--- config.mk ---
export PLATFORM = sky130hd
export DESIGN_NAME = issue_fifo
export DESIGN_NICKNAME = d
export VERILOG_FILES = /design/src/rv_isa_pkg.sv /design/src/exec_pkg.sv /design/src/issue_fifo.sv
export SDC_FILE = /design/constraint.sdc
export NUM_CORES = 1
export LEC_CHECK = 0
export BUFFER_PORTS_ARGS = -buffer_cell sky130_fd_sc_hd__buf_4
export CORE_UTILIZATION = 30
export DETAILED_ROUTE_END_ITERATION = 10
export MAX_ROUTING_LAYER = met4
export PLACE_DENSITY_LB_ADDON = 0.05
export SYNTH_ARGS = -nofsm -noshare
export SYNTH_HDL_FRONTEND = slang
export SYNTH_SLANG_ARGS = --single-unit
--- constraint.sdc ---
create_clock -name clk_i -period 14.8 [get_ports clk_i]
set_clock_uncertainty 0.15 [all_clocks]
set_input_delay 0.74 -clock clk_i [delete_from_list [all_inputs] [get_ports clk_i]]
set_output_delay 0.74 -clock clk_i [all_outputs]
set_load 0.01 [all_outputs]
--- src/rv_isa_pkg.sv ---
`default_nettype none

// Widths and encodings shared by every block that handles RV32IM data.
package rv_isa_pkg;

  localparam int XLEN = 32;

  typedef logic [XLEN-1:0] xlen_t;      // Integer register word.
  typedef logic [31:0]     pc_t;        // Instruction address.
  typedef logic [31:0]     csr_data_t;
  typedef logic [4:0]      reg_idx_t;   // Destination register number.
  typedef logic [4:0]      shamt_t;     // Shift amount.

  // Selects where the two ALU operands come from.
  typedef enum logic [2:0] {
    INST_NOP,
    INST_RR,
    INST_RI,
    INST_LUI,
    INST_AUIPC,
    INST_JAL,
    INST_JALR,
    INST_CSRR
  } inst_type_e;

  typedef enum logic [4:0] {
    ALU_OP_NOP,
    ALU_OP_ADD,
    ALU_OP_SUB,
    ALU_OP_XOR,
    ALU_OP_OR,
    ALU_OP_AND,
    ALU_OP_SLL,
    ALU_OP_SRL,
    ALU_OP_SRA,
    ALU_OP_SLT,
    ALU_OP_SLTU,
    ALU_OP_LUI,
    ALU_OP_AUIPC,
    ALU_OP_JUMP,
    ALU_OP_CSRR,
    ALU_OP_MUL,
    ALU_OP_MULH,
    ALU_OP_MULHU,
    ALU_OP_DIV,   // The last four are handled by the divider.
    ALU_OP_DIVU,
    ALU_OP_REM,
    ALU_OP_REMU
  } alu_op_e;

endpackage

`default_nettype wire

--- src/exec_pkg.sv ---
`default_nettype none

// Records that move through the execute stage.
package exec_pkg;

  // One decoded micro-op as it leaves the issue unit.
  typedef struct packed {
    rv_isa_pkg::inst_type_e inst_type;
    rv_isa_pkg::alu_op_e    alu_op;
    rv_isa_pkg::pc_t        pc;
    rv_isa_pkg::xlen_t      imm;
    rv_isa_pkg::xlen_t      rdata1;
    rv_isa_pkg::xlen_t      rdata2;
    rv_isa_pkg::csr_data_t  csr_rdata;
    rv_isa_pkg::reg_idx_t   rd;
  } exec_req_t;

  // Write-back result, tagged with its destination register.
  typedef struct packed {
    rv_isa_pkg::reg_idx_t rd;
    rv_isa_pkg::xlen_t    data;
  } exec_res_t;

endpackage

`default_nettype wire

--- src/issue_fifo.sv ---
`default_nettype none

module issue_fifo #(
  parameter int ISSUE_DEPTH = 4
) (
  input  logic                clk_i,
  input  logic                rst_n_i,
  input  logic                push_i,
  input  exec_pkg::exec_req_t push_req_i,
  input  logic                pop_i,
  output logic                head_valid_o,
  output exec_pkg::exec_req_t head_req_o,
  output logic                issue_credit_o
);

  localparam int PTR_W = (ISSUE_DEPTH > 1) ? $clog2(ISSUE_DEPTH) : 1;
  localparam int CNT_W = $clog2(ISSUE_DEPTH + 1);

  exec_pkg::exec_req_t mem_q [ISSUE_DEPTH];
  logic [PTR_W-1:0]    wr_ptr_q;
  logic [PTR_W-1:0]    rd_ptr_q;
  logic [CNT_W-1:0]    count_q;
  logic                do_pop;

  assign head_valid_o   = (count_q != '0);
  assign head_req_o     = mem_q[rd_ptr_q];
  assign do_pop         = pop_i && head_valid_o;
  assign issue_credit_o = do_pop;  // The freed slot goes straight back to the issuer.

  always_ff @(posedge clk_i) begin
    if (push_i) begin
      mem_q[wr_ptr_q] <= push_req_i;
    end
  end

  always_ff @(posedge clk_i) begin
    if (!rst_n_i) begin
      wr_ptr_q <= '0;
      rd_ptr_q <= '0;
      count_q  <= '0;
    end else begin
      if (push_i) begin
        wr_ptr_q <= (wr_ptr_q == PTR_W'(ISSUE_DEPTH - 1)) ? '0 : wr_ptr_q + 1'b1;
      end
      if (do_pop) begin
        rd_ptr_q <= (rd_ptr_q == PTR_W'(ISSUE_DEPTH - 1)) ? '0 : rd_ptr_q + 1'b1;
      end
      case ({push_i, do_pop})
        2'b10:   count_q <= count_q + 1'b1;
        2'b01:   count_q <= count_q - 1'b1;
        default: count_q <= count_q;
      endcase
    end
  end

  // An issuer that honours its credits never finds the buffer full.
  a_no_overflow: assert property (@(posedge clk_i) disable iff (!rst_n_i)
    push_i |-> (count_q != CNT_W'(ISSUE_DEPTH)));

  a_no_empty_pop: assert property (@(posedge clk_i) disable iff (!rst_n_i)
    pop_i |-> head_valid_o);

endmodule

`default_nettype wire

==> results.json <==
{
  "insertion_delay_ps": 590,
  "syn_inst": 953,
  "tightest_slew_ps": 961,
  "setup_slack_ps": 10050,
  "num_vias": 11352,
  "start_util": 0.303,
  "final_common_cell": "edfxtp_1",
  "grt_pass1_wl_mm": 84.9,
  "peakVddDrop_mv": 0.0917,
  "critPathRequiredTime_ps": 13910,
  "core-area_mm2": 0.0838,
  "gp_congestion": 0.680,
  "fmaxAchievable_mhz": 211,
  "worstPathArrival_ps": 3860,
  "critPathMaxFanout": 43,
  "cts_hold_buf": 0,
  "num-fill-cells": 7679,
  "multi_input_area_mm2": 0.00416,
  "cts-root-buf": "clkbuf_16",
  "nNetsFinal": 1552,
  "dp_hpwl_mm": 34.5,
  "critical_path.startpoint_type": "flop",
  "grt_antenna_before_repair": 10,
  "dp.cells": 2419,
  "syn_nets": 1137,
  "drc": 0,
  "numCtsBuffers": 81,
  "whs_ps": 174,
  "finish.utilization": 0.380,
  "final_cell_mix": "edfxtp_1 (692), buf_4 (370), mux4_2 (173)",
  "yosysSeqAreaShare": 0.824,
  "layout-drive-gt1-share": 0.457,
  "grt_setup_unrepaired": "false",
  "grt_max_degree": 58,
  "drt_iter0_markers": 603,
  "wl_per_cell_um": 22.6,
  "critPathKind": "flop to output pin",
  "layoutNonFillerInstCount": 2571,
  "cts.htree.levels": 3,
  "finalWirelength_mm": 58.1,
  "via_per_inst": 4.42,
  "cts_sinks": 701,
  "ioPinCount": 352,
  "min_period_over_period": 0.321,
  "syn_area_mm2": 0.0254,
  "r2r_start": "wr_ptr_q[0]$_SDFFE_PN0P_",
  "synth_seq_cells": 701,
  "syn_to_final_growth_pct": 25.2,
  "drt_pass1_iterations": 4,
  "clockBufferDepth": 3,
  "place.port_buffers": 351,
  "avgSynthCellArea_um2": 26.7,
  "die_h_um": 293,
  "slowest_stage": "buf_4",
  "cap_violations": 0,
  "finalSetupTns_ps": 0,
  "cp_cell_sequence": "buf_4 > buf_4 > mux4_2 > buf_4",
  "max_stage_delay_ps": 850,
  "hold_path.class": "primary input to flop",
  "outcome": "complete, no violations",
  "maxSlewViolCount": 0,
  "yosys.cell_types.count": 24,
  "dieArea_mm2": 0.0860,
  "maxSlewHeadroom": 0.360,
  "num_rows": 106,
  "post_cts_buffers": 0,
  "ant_nets": 0,
  "min-delay-start": "push_req_i[100]",
  "fin_crit_ps": 4750,
  "power_leakage_uw": 0.0105,
  "track_usage": 0.140,
  "clk_pin_slew_ps": 60,
  "seq_area_mm2": 0.0210,
  "grt_overflow": 0,
  "critPathCaptureType": "output pin",
  "cts_resized": 0,
  "power_density_mw_per_mm2": 161,
  "crit_path_frequent_cell": "buf_4",
  "die_x_um": 293,
  "finalHoldViolations": 0,
  "dp_slack_ps": 10430,
  "grt_pass1_vias": 12334,
  "finalSetupViolations": 0,
  "cts_tree": "done",
  "yosysWarnings": 0
}
[flip-flops by register name, summed over array words and instances, names as in the netlist, named ones only]
signal and flops:
mem_q 692, count_q 3, rd_ptr_q 2, wr_ptr_q 2
[power breakdown]
part           internal (µW)  switching [µW]
Clock                   1090             768
Combinational            501             455
Sequential              2270            45.8
Total                   3860            1270
[per-layer routing]
| layer | share of wire | GRT usage |
|---|---|---|
| met1 | 0.40 | 0.165 |
| met4 | 0.021 | 0.0377 |
| met3 | 0.085 | 0.0552 |
| met5 | 0 | - |
| met2 | 0.49 | 0.222 |
[worst paths after layout]
| path | slack (ps) | end | cells past startpoint |
|---|---|---|---|
| hold reg to reg | 370 | flop | 2 |
| setup / recovery | 10050 | head_req_o[133] | 4 |
| setup reg to reg | 11570 | mem_q[0][93]$_DFFE_PP_ | 5 |
| hold / removal | 170 | mem_q[2][100]$_DFFE_PP_ | 1 |
[cells in the mapped netlist]
| library cell | number | area share |
|---|---|---|
| fa_1 | 1 | 0.00079 |
| a21boi_0 | 1 | 0.00030 |
| mux4_2 | 173 | 0.15 |
| o31ai_1 | 1 | 0.00030 |
| nor2_1 | 1 | 0.00015 |
| a21oi_1 | 1 | 0.00020 |
| o21ai_0 | 4 | 0.00079 |
| or3_1 | 2 | 0.00049 |
| nand3_1 | 2 | 0.00039 |
| dfxtp_1 | 9 | 0.0071 |
| xor2_1 | 1 | 0.00034 |
| xnor2_1 | 1 | 0.00034 |
| edfxtp_1 | 692 | 0.82 |
| inv_1 | 7 | 0.0010 |
| mux2i_1 | 1 | 0.00039 |
| nor3b_1 | 1 | 0.00030 |
| nand2_1 | 3 | 0.00044 |
| buf_6 | 17 | 0.0075 |
| buf_2 | 17 | 0.0033 |
| clkbuf_1 | 2 | 0.00030 |
| ha_1 | 6 | 0.0030 |
| nor2b_1 | 2 | 0.00049 |
| buf_4 | 2 | 0.00059 |
| and2_1 | 6 | 0.0015 |
[per-stage QoR]
| step | total power, µW | cell area (µm²) |
|---|---|---|
| finish | 5130 | 31800 |
| CTS | 5240 | 31800 |
| global placement | 3360 | 29400 |
| global route | 5360 | 31800 |
| floorplan | 2920 | 25400 |
| detailed placement | 3360 | 29400 |
[logic make-up (layout without fill, tap and decap cells)]
kind of cell	count (synthesis)	after routing	synth area share
AOI/OAI and AO/OA	7	7	0.00157
xor gates and xnor gates	2	2	0.000689
DFF	701	701	0.824
buffers and inverters	45	518	0.0128
muxes	174	174	0.154
and+or+nand+nor	17	17	0.00374
other	0	11	0
adders and majority gates	7	7	0.00374
[critical path: cells and delay by family, from the launching register on]
family / cells / cell delay, ps
flops: 1 / 810
mux: 1 / 610
buf+inv: 3 / 1740
[layout make-up]
class	instances	area share
well taps	1134	0.0445
diodes	11	0.000864
clock buffers	105	0.0671
multi-input cells	207	0.131
clock inverters	36	0.0103
inverters	7	0.000825
repair buffers	370	0.0872
flip-flops and latches	701	0.658
Note: power is estimated with default switching activity, not from simulation.
