`config.mk`:
```
export PLATFORM = sky130hd
export DESIGN_NAME = exec_dispatch
export DESIGN_NICKNAME = d
export VERILOG_FILES = /design/src/rv_isa_pkg.sv /design/src/exec_pkg.sv /design/src/alu.sv /design/src/div_unit.sv /design/src/exec_dispatch.sv /design/src/operand_sel.sv
export SDC_FILE = /design/constraint.sdc
export NUM_CORES = 2
export LEC_CHECK = 0
export CAP_MARGIN = 20
export CORE_UTILIZATION = 43
export CTS_CLUSTER_SIZE = 20
export DETAILED_ROUTE_END_ITERATION = 8
export DONT_BUFFER_PORTS = 1
export GPL_TIMING_DRIVEN = 0
export PLACE_DENSITY = 0.68
export SLEW_MARGIN = 15
export SYNTH_ARGS = -nofsm -noshare
export SYNTH_HDL_FRONTEND = slang
export SYNTH_SLANG_ARGS = --single-unit
```
`constraint.sdc`:
```
create_clock -name clk_i -period 32.4 [get_ports clk_i]
set_clock_uncertainty 0.2 [all_clocks]
set_input_delay 6.48 -clock clk_i [delete_from_list [all_inputs] [get_ports clk_i]]
set_output_delay 6.48 -clock clk_i [all_outputs]
set_load 0.01 [all_outputs]
```
`src/rv_isa_pkg.sv`:
```
`default_nettype none

// Widths and encodings shared by every block that handles RV32IM data.
package rv_isa_pkg;

  localparam int XLEN = 32;

  typedef logic [XLEN-1:0] xlen_t;      // Integer register word.
  typedef logic [31:0]     pc_t;        // Instruction address.
  typedef logic [31:0]     csr_data_t;
  typedef logic [4:0]      reg_idx_t;   // Destination register number.
  typedef logic [4:0]      shamt_t;     // Shift amount.

  // Selects where the two ALU operands come from.
  typedef enum logic [2:0] {
    INST_NOP,
    INST_RR,
    INST_RI,
    INST_LUI,
    INST_AUIPC,
    INST_JAL,
    INST_JALR,
    INST_CSRR
  } inst_type_e;

  typedef enum logic [4:0] {
    ALU_OP_NOP,
    ALU_OP_ADD,
    ALU_OP_SUB,
    ALU_OP_XOR,
    ALU_OP_OR,
    ALU_OP_AND,
    ALU_OP_SLL,
    ALU_OP_SRL,
    ALU_OP_SRA,
    ALU_OP_SLT,
    ALU_OP_SLTU,
    ALU_OP_LUI,
    ALU_OP_AUIPC,
    ALU_OP_JUMP,
    ALU_OP_CSRR,
    ALU_OP_MUL,
    ALU_OP_MULH,
    ALU_OP_MULHU,
    ALU_OP_DIV,   // The last four are handled by the divider.
    ALU_OP_DIVU,
    ALU_OP_REM,
    ALU_OP_REMU
  } alu_op_e;

endpackage

`default_nettype wire

```
`src/exec_pkg.sv`:
```
`default_nettype none

// Records that move through the execute stage.
package exec_pkg;

  // One decoded micro-op as it leaves the issue unit.
  typedef struct packed {
    rv_isa_pkg::inst_type_e inst_type;
    rv_isa_pkg::alu_op_e    alu_op;
    rv_isa_pkg::pc_t        pc;
    rv_isa_pkg::xlen_t      imm;
    rv_isa_pkg::xlen_t      rdata1;
    rv_isa_pkg::xlen_t      rdata2;
    rv_isa_pkg::csr_data_t  csr_rdata;
    rv_isa_pkg::reg_idx_t   rd;
  } exec_req_t;

  // Write-back result, tagged with its destination register.
  typedef struct packed {
    rv_isa_pkg::reg_idx_t rd;
    rv_isa_pkg::xlen_t    data;
  } exec_res_t;

endpackage

`default_nettype wire

```
`src/alu.sv`:
```
`default_nettype none

module alu (
  input  rv_isa_pkg::alu_op_e alu_op_i,
  input  rv_isa_pkg::xlen_t   operand1_i,
  input  rv_isa_pkg::xlen_t   operand2_i,
  output rv_isa_pkg::xlen_t   result_o
);

  rv_isa_pkg::shamt_t shamt;
  logic               lt_signed;
  logic               lt_unsigned;
  logic signed [63:0] prod_ss;
  logic        [63:0] prod_uu;

  assign shamt       = operand2_i[4:0];
  assign lt_signed   = $signed(operand1_i) < $signed(operand2_i);
  assign lt_unsigned = operand1_i < operand2_i;

  // MULH needs both operands sign extended to the full product width.
  assign prod_ss = $signed({{32{operand1_i[31]}}, operand1_i}) *
                   $signed({{32{operand2_i[31]}}, operand2_i});
  assign prod_uu = {32'h0, operand1_i} * {32'h0, operand2_i};

  always_comb begin
    case (alu_op_i)
      rv_isa_pkg::ALU_OP_ADD: begin
        result_o = operand1_i + operand2_i;
      end
      rv_isa_pkg::ALU_OP_SUB: begin
        result_o = operand1_i - operand2_i;
      end
      rv_isa_pkg::ALU_OP_XOR: begin
        result_o = operand1_i ^ operand2_i;
      end
      rv_isa_pkg::ALU_OP_OR: begin
        result_o = operand1_i | operand2_i;
      end
      rv_isa_pkg::ALU_OP_AND: begin
        result_o = operand1_i & operand2_i;
      end
      rv_isa_pkg::ALU_OP_SLL: begin
        result_o = operand1_i << shamt;
      end
      rv_isa_pkg::ALU_OP_SRL: begin
        result_o = operand1_i >> shamt;
      end
      rv_isa_pkg::ALU_OP_SRA: begin
        result_o = rv_isa_pkg::xlen_t'($signed(operand1_i) >>> shamt);
      end
      rv_isa_pkg::ALU_OP_SLT: begin
        result_o = {31'h0, lt_signed};
      end
      rv_isa_pkg::ALU_OP_SLTU: begin
        result_o = {31'h0, lt_unsigned};
      end
      // Operand 1 is zero for LUI, so one adder serves both.
      rv_isa_pkg::ALU_OP_LUI,
      rv_isa_pkg::ALU_OP_AUIPC: begin
        result_o = operand1_i + operand2_i;
      end
      rv_isa_pkg::ALU_OP_JUMP: begin
        result_o = operand1_i + 32'd4;  // Link address.
      end
      rv_isa_pkg::ALU_OP_CSRR: begin
        result_o = operand1_i;
      end
      rv_isa_pkg::ALU_OP_MUL: begin
        result_o = prod_uu[31:0];
      end
      rv_isa_pkg::ALU_OP_MULH: begin
        result_o = prod_ss[63:32];
      end
      rv_isa_pkg::ALU_OP_MULHU: begin
        result_o = prod_uu[63:32];
      end
      default: begin
        result_o = '0;  // NOP and the divide ops.
      end
    endcase
  end

endmodule

`default_nettype wire

```
`src/div_unit.sv`:
```
`default_nettype none

module div_unit (
  input  logic                clk_i,
  input  logic                rst_n_i,
  input  logic                start_i,
  input  rv_isa_pkg::alu_op_e alu_op_i,
  input  rv_isa_pkg::xlen_t   dividend_i,
  input  rv_isa_pkg::xlen_t   divisor_i,
  output logic                done_o,
  output rv_isa_pkg::xlen_t   result_o
);

  typedef enum logic [1:0] {
    IDLE,
    RUN,
    FIX
  } div_state_e;

  div_state_e        state_q;
  logic [4:0]        cnt_q;
  rv_isa_pkg::xlen_t quo_q;
  rv_isa_pkg::xlen_t rem_q;
  rv_isa_pkg::xlen_t dvs_q;
  logic              q_neg_q;
  logic              r_neg_q;
  logic              is_rem_q;

  logic              is_signed;
  logic              a_neg;
  logic              b_neg;
  rv_isa_pkg::xlen_t a_mag;
  rv_isa_pkg::xlen_t b_mag;
  logic [32:0]       shifted;
  logic [32:0]       trial;

  assign is_signed = (alu_op_i == rv_isa_pkg::ALU_OP_DIV) || (alu_op_i == rv_isa_pkg::ALU_OP_REM);
  assign a_neg     = is_signed && dividend_i[31];
  assign b_neg     = is_signed && divisor_i[31];
  assign a_mag     = a_neg ? -dividend_i : dividend_i;
  assign b_mag     = b_neg ? -divisor_i : divisor_i;

  assign shifted = {rem_q, quo_q[31]};
  assign trial   = shifted - {1'b0, dvs_q};

  always_ff @(posedge clk_i) begin
    if (!rst_n_i) begin
      state_q <= IDLE;
      cnt_q   <= '0;
    end else begin
      case (state_q)
        IDLE: if (start_i) begin
          state_q <= RUN;
          cnt_q   <= 5'd31;
        end
        RUN: begin
          if (cnt_q == 5'd0) state_q <= FIX;
          cnt_q <= cnt_q - 1'b1;
        end
        default: state_q <= IDLE;
      endcase
    end
  end

  // With a zero divisor the loop yields all ones and the dividend magnitude.
  // Clearing the quotient sign then gives the RISC-V values, and MIN / -1
  // comes out as MIN with a zero remainder without any special case.
  always_ff @(posedge clk_i) begin
    if (start_i) begin
      quo_q    <= a_mag;
      rem_q    <= '0;
      dvs_q    <= b_mag;
      q_neg_q  <= (a_neg ^ b_neg) && (divisor_i != '0);
      r_neg_q  <= a_neg;
      is_rem_q <= (alu_op_i == rv_isa_pkg::ALU_OP_REM) || (alu_op_i == rv_isa_pkg::ALU_OP_REMU);
    end else if (state_q == RUN) begin
      if (!trial[32]) begin
        rem_q <= trial[31:0];
        quo_q <= {quo_q[30:0], 1'b1};
      end else begin
        rem_q <= shifted[31:0];
        quo_q <= {quo_q[30:0], 1'b0};
      end
    end
  end

  assign done_o   = (state_q == FIX);
  assign result_o = is_rem_q ? (r_neg_q ? -rem_q : rem_q) : (q_neg_q ? -quo_q : quo_q);

  a_start_idle: assert property (@(posedge clk_i) disable iff (!rst_n_i)
    start_i |-> (state_q == IDLE));

endmodule

`default_nettype wire

```
`src/exec_dispatch.sv`:
```
`default_nettype none

module exec_dispatch #(
  parameter int RES_CREDITS = 2
) (
  input  logic                clk_i,
  input  logic                rst_n_i,
  input  logic                head_valid_i,
  input  exec_pkg::exec_req_t head_req_i,
  output logic                pop_o,
  input  logic                res_credit_i,
  output logic                res_valid_o,
  output exec_pkg::exec_res_t res_o
);

  // One spare count so an excess credit return is visible.
  localparam int CNT_W = $clog2(RES_CREDITS + 2);

  typedef enum logic {
    IDLE,
    DIV_WAIT
  } disp_state_e;

  disp_state_e          state_q;
  logic [CNT_W-1:0]     credit_q;
  rv_isa_pkg::reg_idx_t div_rd_q;
  logic                 res_valid_q;
  exec_pkg::exec_res_t  res_q;

  rv_isa_pkg::xlen_t    operand1;
  rv_isa_pkg::xlen_t    operand2;
  rv_isa_pkg::xlen_t    alu_result;
  rv_isa_pkg::xlen_t    div_result;
  logic                 div_done;
  logic                 is_div;
  logic                 div_start;

  operand_sel operand_sel_i (
    .req_i      (head_req_i),
    .operand1_o (operand1),
    .operand2_o (operand2)
  );

  alu alu_i (
    .alu_op_i   (head_req_i.alu_op),
    .operand1_i (operand1),
    .operand2_i (operand2),
    .result_o   (alu_result)
  );

  div_unit div_unit_i (
    .clk_i      (clk_i),
    .rst_n_i    (rst_n_i),
    .start_i    (div_start),
    .alu_op_i   (head_req_i.alu_op),
    .dividend_i (operand1),
    .divisor_i  (operand2),
    .done_o     (div_done),
    .result_o   (div_result)
  );

  assign is_div = (head_req_i.alu_op == rv_isa_pkg::ALU_OP_DIV)  ||
                  (head_req_i.alu_op == rv_isa_pkg::ALU_OP_DIVU) ||
                  (head_req_i.alu_op == rv_isa_pkg::ALU_OP_REM)  ||
                  (head_req_i.alu_op == rv_isa_pkg::ALU_OP_REMU);

  // The credit is taken at pop time, so every started op has a slot.
  assign pop_o     = head_valid_i && (state_q == IDLE) && (credit_q != '0);
  assign div_start = pop_o && is_div;

  always_ff @(posedge clk_i) begin
    if (!rst_n_i) begin
      state_q     <= IDLE;
      credit_q    <= CNT_W'(RES_CREDITS);
      res_valid_q <= 1'b0;
    end else begin
      credit_q    <= credit_q + CNT_W'(res_credit_i) - CNT_W'(pop_o);
      res_valid_q <= (pop_o && !is_div) || div_done;
      case (state_q)
        IDLE:     if (div_start) state_q <= DIV_WAIT;
        DIV_WAIT: if (div_done) state_q <= IDLE;  // Nothing overtakes the divide.
        default:  state_q <= IDLE;
      endcase
    end
  end

  always_ff @(posedge clk_i) begin
    if (div_start) div_rd_q <= head_req_i.rd;
    if (div_done) begin
      res_q.rd   <= div_rd_q;
      res_q.data <= div_result;
    end else begin
      res_q.rd   <= head_req_i.rd;
      res_q.data <= alu_result;
    end
  end

  assign res_valid_o = res_valid_q;
  assign res_o       = res_q;

  a_credit_limit: assert property (@(posedge clk_i) disable iff (!rst_n_i)
    credit_q <= CNT_W'(RES_CREDITS));

endmodule

`default_nettype wire

```
`src/operand_sel.sv`:
```
`default_nettype none

module operand_sel (
  input  exec_pkg::exec_req_t req_i,
  output rv_isa_pkg::xlen_t   operand1_o,
  output rv_isa_pkg::xlen_t   operand2_o
);

  always_comb begin
    operand1_o = '0;
    operand2_o = '0;
    if (req_i.inst_type != rv_isa_pkg::INST_NOP && req_i.alu_op != rv_isa_pkg::ALU_OP_NOP) begin
      case (req_i.inst_type)
        rv_isa_pkg::INST_RR: begin
          operand1_o = req_i.rdata1;
          operand2_o = req_i.rdata2;
        end
        rv_isa_pkg::INST_RI: begin
          operand1_o = req_i.rdata1;
          operand2_o = req_i.imm;
        end
        rv_isa_pkg::INST_LUI: begin
          operand2_o = req_i.imm;  // Added to zero in the ALU.
        end
        rv_isa_pkg::INST_AUIPC: begin
          operand1_o = req_i.pc;
          operand2_o = req_i.imm;
        end
        // Jumps only need the pc, the ALU adds the link offset itself.
        rv_isa_pkg::INST_JAL,
        rv_isa_pkg::INST_JALR: begin
          operand1_o = req_i.pc;
        end
        rv_isa_pkg::INST_CSRR: begin
          operand1_o = req_i.csr_rdata;
        end
        default: begin
          operand1_o = '0;
          operand2_o = '0;
        end
      endcase
    end
  end

endmodule

`default_nettype wire

```
==> reports/qor_table.md <==
| Stage | Item | Reported |
|:---|:---|:---|
| run status | Status | finished, violations left |
| run status | Failing checks | capacitance limit, slew limit |
| timing | Final number of hold-violating endpoints | 0 |
| worst setup path | Category of the worst setup path launch point | primary input |
| drt | Routed Antenna Nets | 0 |
| worst setup path | Class of the most critical setup path | primary input to flop |
| floorplanning | Die area | 0.170 mm² |
| yosys | Number of enable flip-flop cells after synthesis | 72 |
| timing | Minimum hold slack | 245 ps |
| placed design | Sum of net half-perimeters after detailed placement | 361,000 µm |
| worst setup path | Data required time of the worst path | 32,490 ps |
| timing | Total negative slack | 0 ps |
| grt | Overflow after GRT | 0 |
| cts | Clock buffers created by TritonCTS | 17 |
| placed design | Port buffer count | 0 |
| worst setup path | Nature of the critical path endpoint | flop |
| finish | Nets@finish | 10,833 |
| yosys | Post-synthesis cell type count | 116 |
| yosys | Count of warnings emitted by yosys | 0 |
| timing | Tmin final | 21,650 ps |
| cts | CTS H-tree lvls | 4 |
| drt | Detail-routed net length per standard cell | 39.2 µm |
| drt | Routed wire length | 428,000 µm |
| grt | Number of antenna violations at the first check in global routing | 74 |
| timing | Highest Clock Rate | 0.0462 GHz |
| run | Max-Cap Viols | 1 |
| hold path | Hold path cells | 2 |
| yosys | Mean Syn Cell Area | 8.46 µm² |
| yosys | Cell count after synthesis | 8,557 |
| timing | Post-route fraction of the period consumed by the critical path | 66.8% |
| cts | Maximum clock insertion buffer count | 2 |
| timing | Relative slew margins | -2.73% |
| cts | Clock latency on the worst-skew pair | 550 ps |
| grt | Largest net degree at the start of global routing | 50 |
| drt | Count of unresolved DRC violations after routing | 0 |
| floorplanning | Starting density of the core | 43.3% |
| placed design | Final weighted congestion in routability-driven placement | 1.12 |
| finish | Fraction of layout cells with a size suffix above 1 | 5.22% |
| drt | Iteration-0 DRC count of the detailed router | 9,490 |
| grt | Via count of the first global-routing pass | 69,184 |
| floorplanning | Number of placement rows | 150 |
| finish | Filler instances | 16,591 |
| yosys | Nets in the synthesized netlist | 10,732 |
| floorplanning | Die Wd | 412 µm |
| grt | Total Routing Usage GR | 50.2% |
| drt | Number of vias in the routed layout | 70,018 |
| finish | Combined area of the multi-input logic cells | 0.0603 mm² |
| grt | Global-route wire length before repair | 575,000 µm |
| timing | Unrepaired setup endpoints after global routing | false |
| finish | Sequential cell area in the final layout | 0.00376 mm² |
| drt | Detailed Routing Iterations Pass 1 | 8 |
| worst setup path | Worst path max stage delay | 1130 ps |
| timing | Transition time at the pin with the least slew margin | 1530 ps |
| cts | Total of cells resized after clock tree synthesis | 0 |
| hold path | Hold crit path type | flop to flop |
| cts | Clock-pin slew on the worst setup and hold paths | 80 ps |
| floorplanning | Core area | 0.167 mm² |
| cts | CTS tree | done |
| yosys | Yosys reg bits | 152 |
| cts | Hold buffer count at cts | 0 |
| floorplanning | I/O pins | 216 |
| worst setup path | Critical Path AT | 21,740 ps |
| timing | # setup viols final | 0 |
| worst setup path | Crit-path most repeated cell | sky130_fd_sc_hd__fa_1 |
| cts | Post-CTS repair timing setup buffer count | 0 |
| finish | Area added between synthesis and finish | 6.88% |
| floorplanning | Die Ht | 412 µm |
| worst setup path | Biggest fanout along the worst timing path | 10 |
| yosys | Post-synth design cell area | 0.0724 mm² |
| yosys | Fraction of the yosys area taken by sequential cells | 5.20% |
| drt | Vias per cell | 6.42 |
| cts | Count of clock tree sinks | 152 |
| yosys | Commonest register cell after synthesis | sky130_fd_sc_hd__dfxtp_1 |
| yosys | Async set or reset register ratio after synthesis | 0% |
| cts | Clock Root Buffer | sky130_fd_sc_hd__clkbuf_16 |
| worst setup path | Worst reg-to-reg path cell count | 11 |
| timing | Pins over their slew limit | 3 |
| worst setup path | Cell with the biggest individual delay on the critical path | sky130_fd_sc_hd__a221oi_1 |
flip-flops by register name, indices dropped and copies added (netlist names), 2 cells and up:
name	flops
credit_q	2
res_o	37
div_rd_q	5
div_unit_i.state_q	2
div_unit_i.cnt_q	5
div_unit_i.quo_q	32
div_unit_i.dvs_q	32
div_unit_i.rem_q	32
routing by layer:
layer | GRT usage (%) | up-vias | share of wire [%]
met5 | 0 | - | 0.085
met4 | 39.1 | 54 | 9.5
met3 | 16.9 | 1424 | 12
met2 | 71.8 | 5140 | 41
met1 | 62.0 | 35784 | 37
li1 | - | 27616 | -
worst max-delay path: cells and delay by family:
family	cells	cell delay [ps]
xor+xnor	1	170
fa+ha+maj	9	4300
simple gates	4	1370
compound gates	8	4650
buf+inv	13	4690
logic make-up (layout without fill, tap and decap cells):
family,Yosys count,count (layout),synth area share [%]
buf+inv,2204,2318,11.7
simple gates,2308,2308,14.1
fa+ha+maj,1998,1998,49.8
xor+xnor,271,271,3.31
other cells,0,39,0
compound gates,1497,1497,13.9
mux,127,127,1.83
flops,152,152,5.20
layout make-up:
class / count / share of cell area (%)
Buffer: 475 / 2.76
Timing Repair Buffer: 82 / 1.54
Antenna cell: 39 / 0.126
Multi-Input combinational cell: 6201 / 78.0
Clock inverter: 12 / 0.170
Sequential cell: 152 / 4.87
Inverter: 1729 / 8.40
Tap cell: 2204 / 3.57
Clock buffer: 20 / 0.620
placed cells by master (no fill, tap or decap), drive strengths merged, types with 22 or more instances in the layout:
master	netlist	routed
a211oi	67	67
a21o	85	85
a21oi	358	358
a221o	22	22
a221oi	64	64
a22o	33	33
a22oi	41	41
a31oi	49	49
and2	41	41
and3	57	57
buf	185	264
clkbuf	289	312
dfxtp	80	80
diode	0	39
edfxtp	72	72
fa	1474	1474
ha	524	524
inv	1716	1722
mux2	22	22
mux2i	103	103
nand2	889	889
nand2b	45	45
nand3	81	81
nand3b	36	36
nand4	58	58
nor2	811	811
nor2b	32	32
nor3	91	91
nor3b	33	33
nor4	35	35
o211ai	65	65
o21a	41	41
o21ai	319	319
o21bai	27	27
o221ai	36	36
o22ai	45	45
o31ai	51	51
or3	34	34
xnor2	203	203
xor2	68	68
per-stage QoR:
stage	worst slack (ps)	area [µm²]	utilization, %	instances
floorplan	16120	72400	-	8557
global placement	10490	75100	45.0	10761
detailed placement	10960	76500	45.8	10833
CTS	11480	77100	46.2	10865
global route	10810	77200	46.2	10877
finish	10750	77300	46.3	10914
cell usage after synthesis, drive strengths merged (36+ instances only):
master	number	share of area (%)
inv	1716	8.9
a21oi	358	2.5
and3	57	0.49
clkbuf	289	1.5
o221ai	36	0.44
fa	1474	41
xor2	68	0.85
o31ai	51	0.55
o21a	41	0.43
o211ai	65	0.70
ha	524	9.1
nand2b	45	0.39
xnor2	203	2.5
a31oi	49	0.42
nand4	58	0.51
mux2i	103	1.4
nand3	81	0.56
o21ai	319	2.2
a22oi	41	0.43
buf	185	1.2
nand3b	36	0.37
nor3	91	0.64
nand2	889	4.6
nor2	811	4.2
o22ai	45	0.41
a211oi	67	0.71
a221oi	64	0.83
dfxtp	80	2.2
edfxtp	72	3.0
a21o	85	0.88
and2	41	0.35
final timing paths:
kind                       startpoint         to  slack, ps
setup / recovery      head_req_i[166]   res_o[9]      10750
hold / removal            div_rd_q[4]  res_o[36]        240
setup reg to reg  div_unit_i.quo_q[2]  res_o[16]      26710
hold reg to reg           div_rd_q[4]  res_o[36]        240
Power is not shown: default switching activity piles up to over one toggle a cycle in this logic, so the estimate is an artifact.
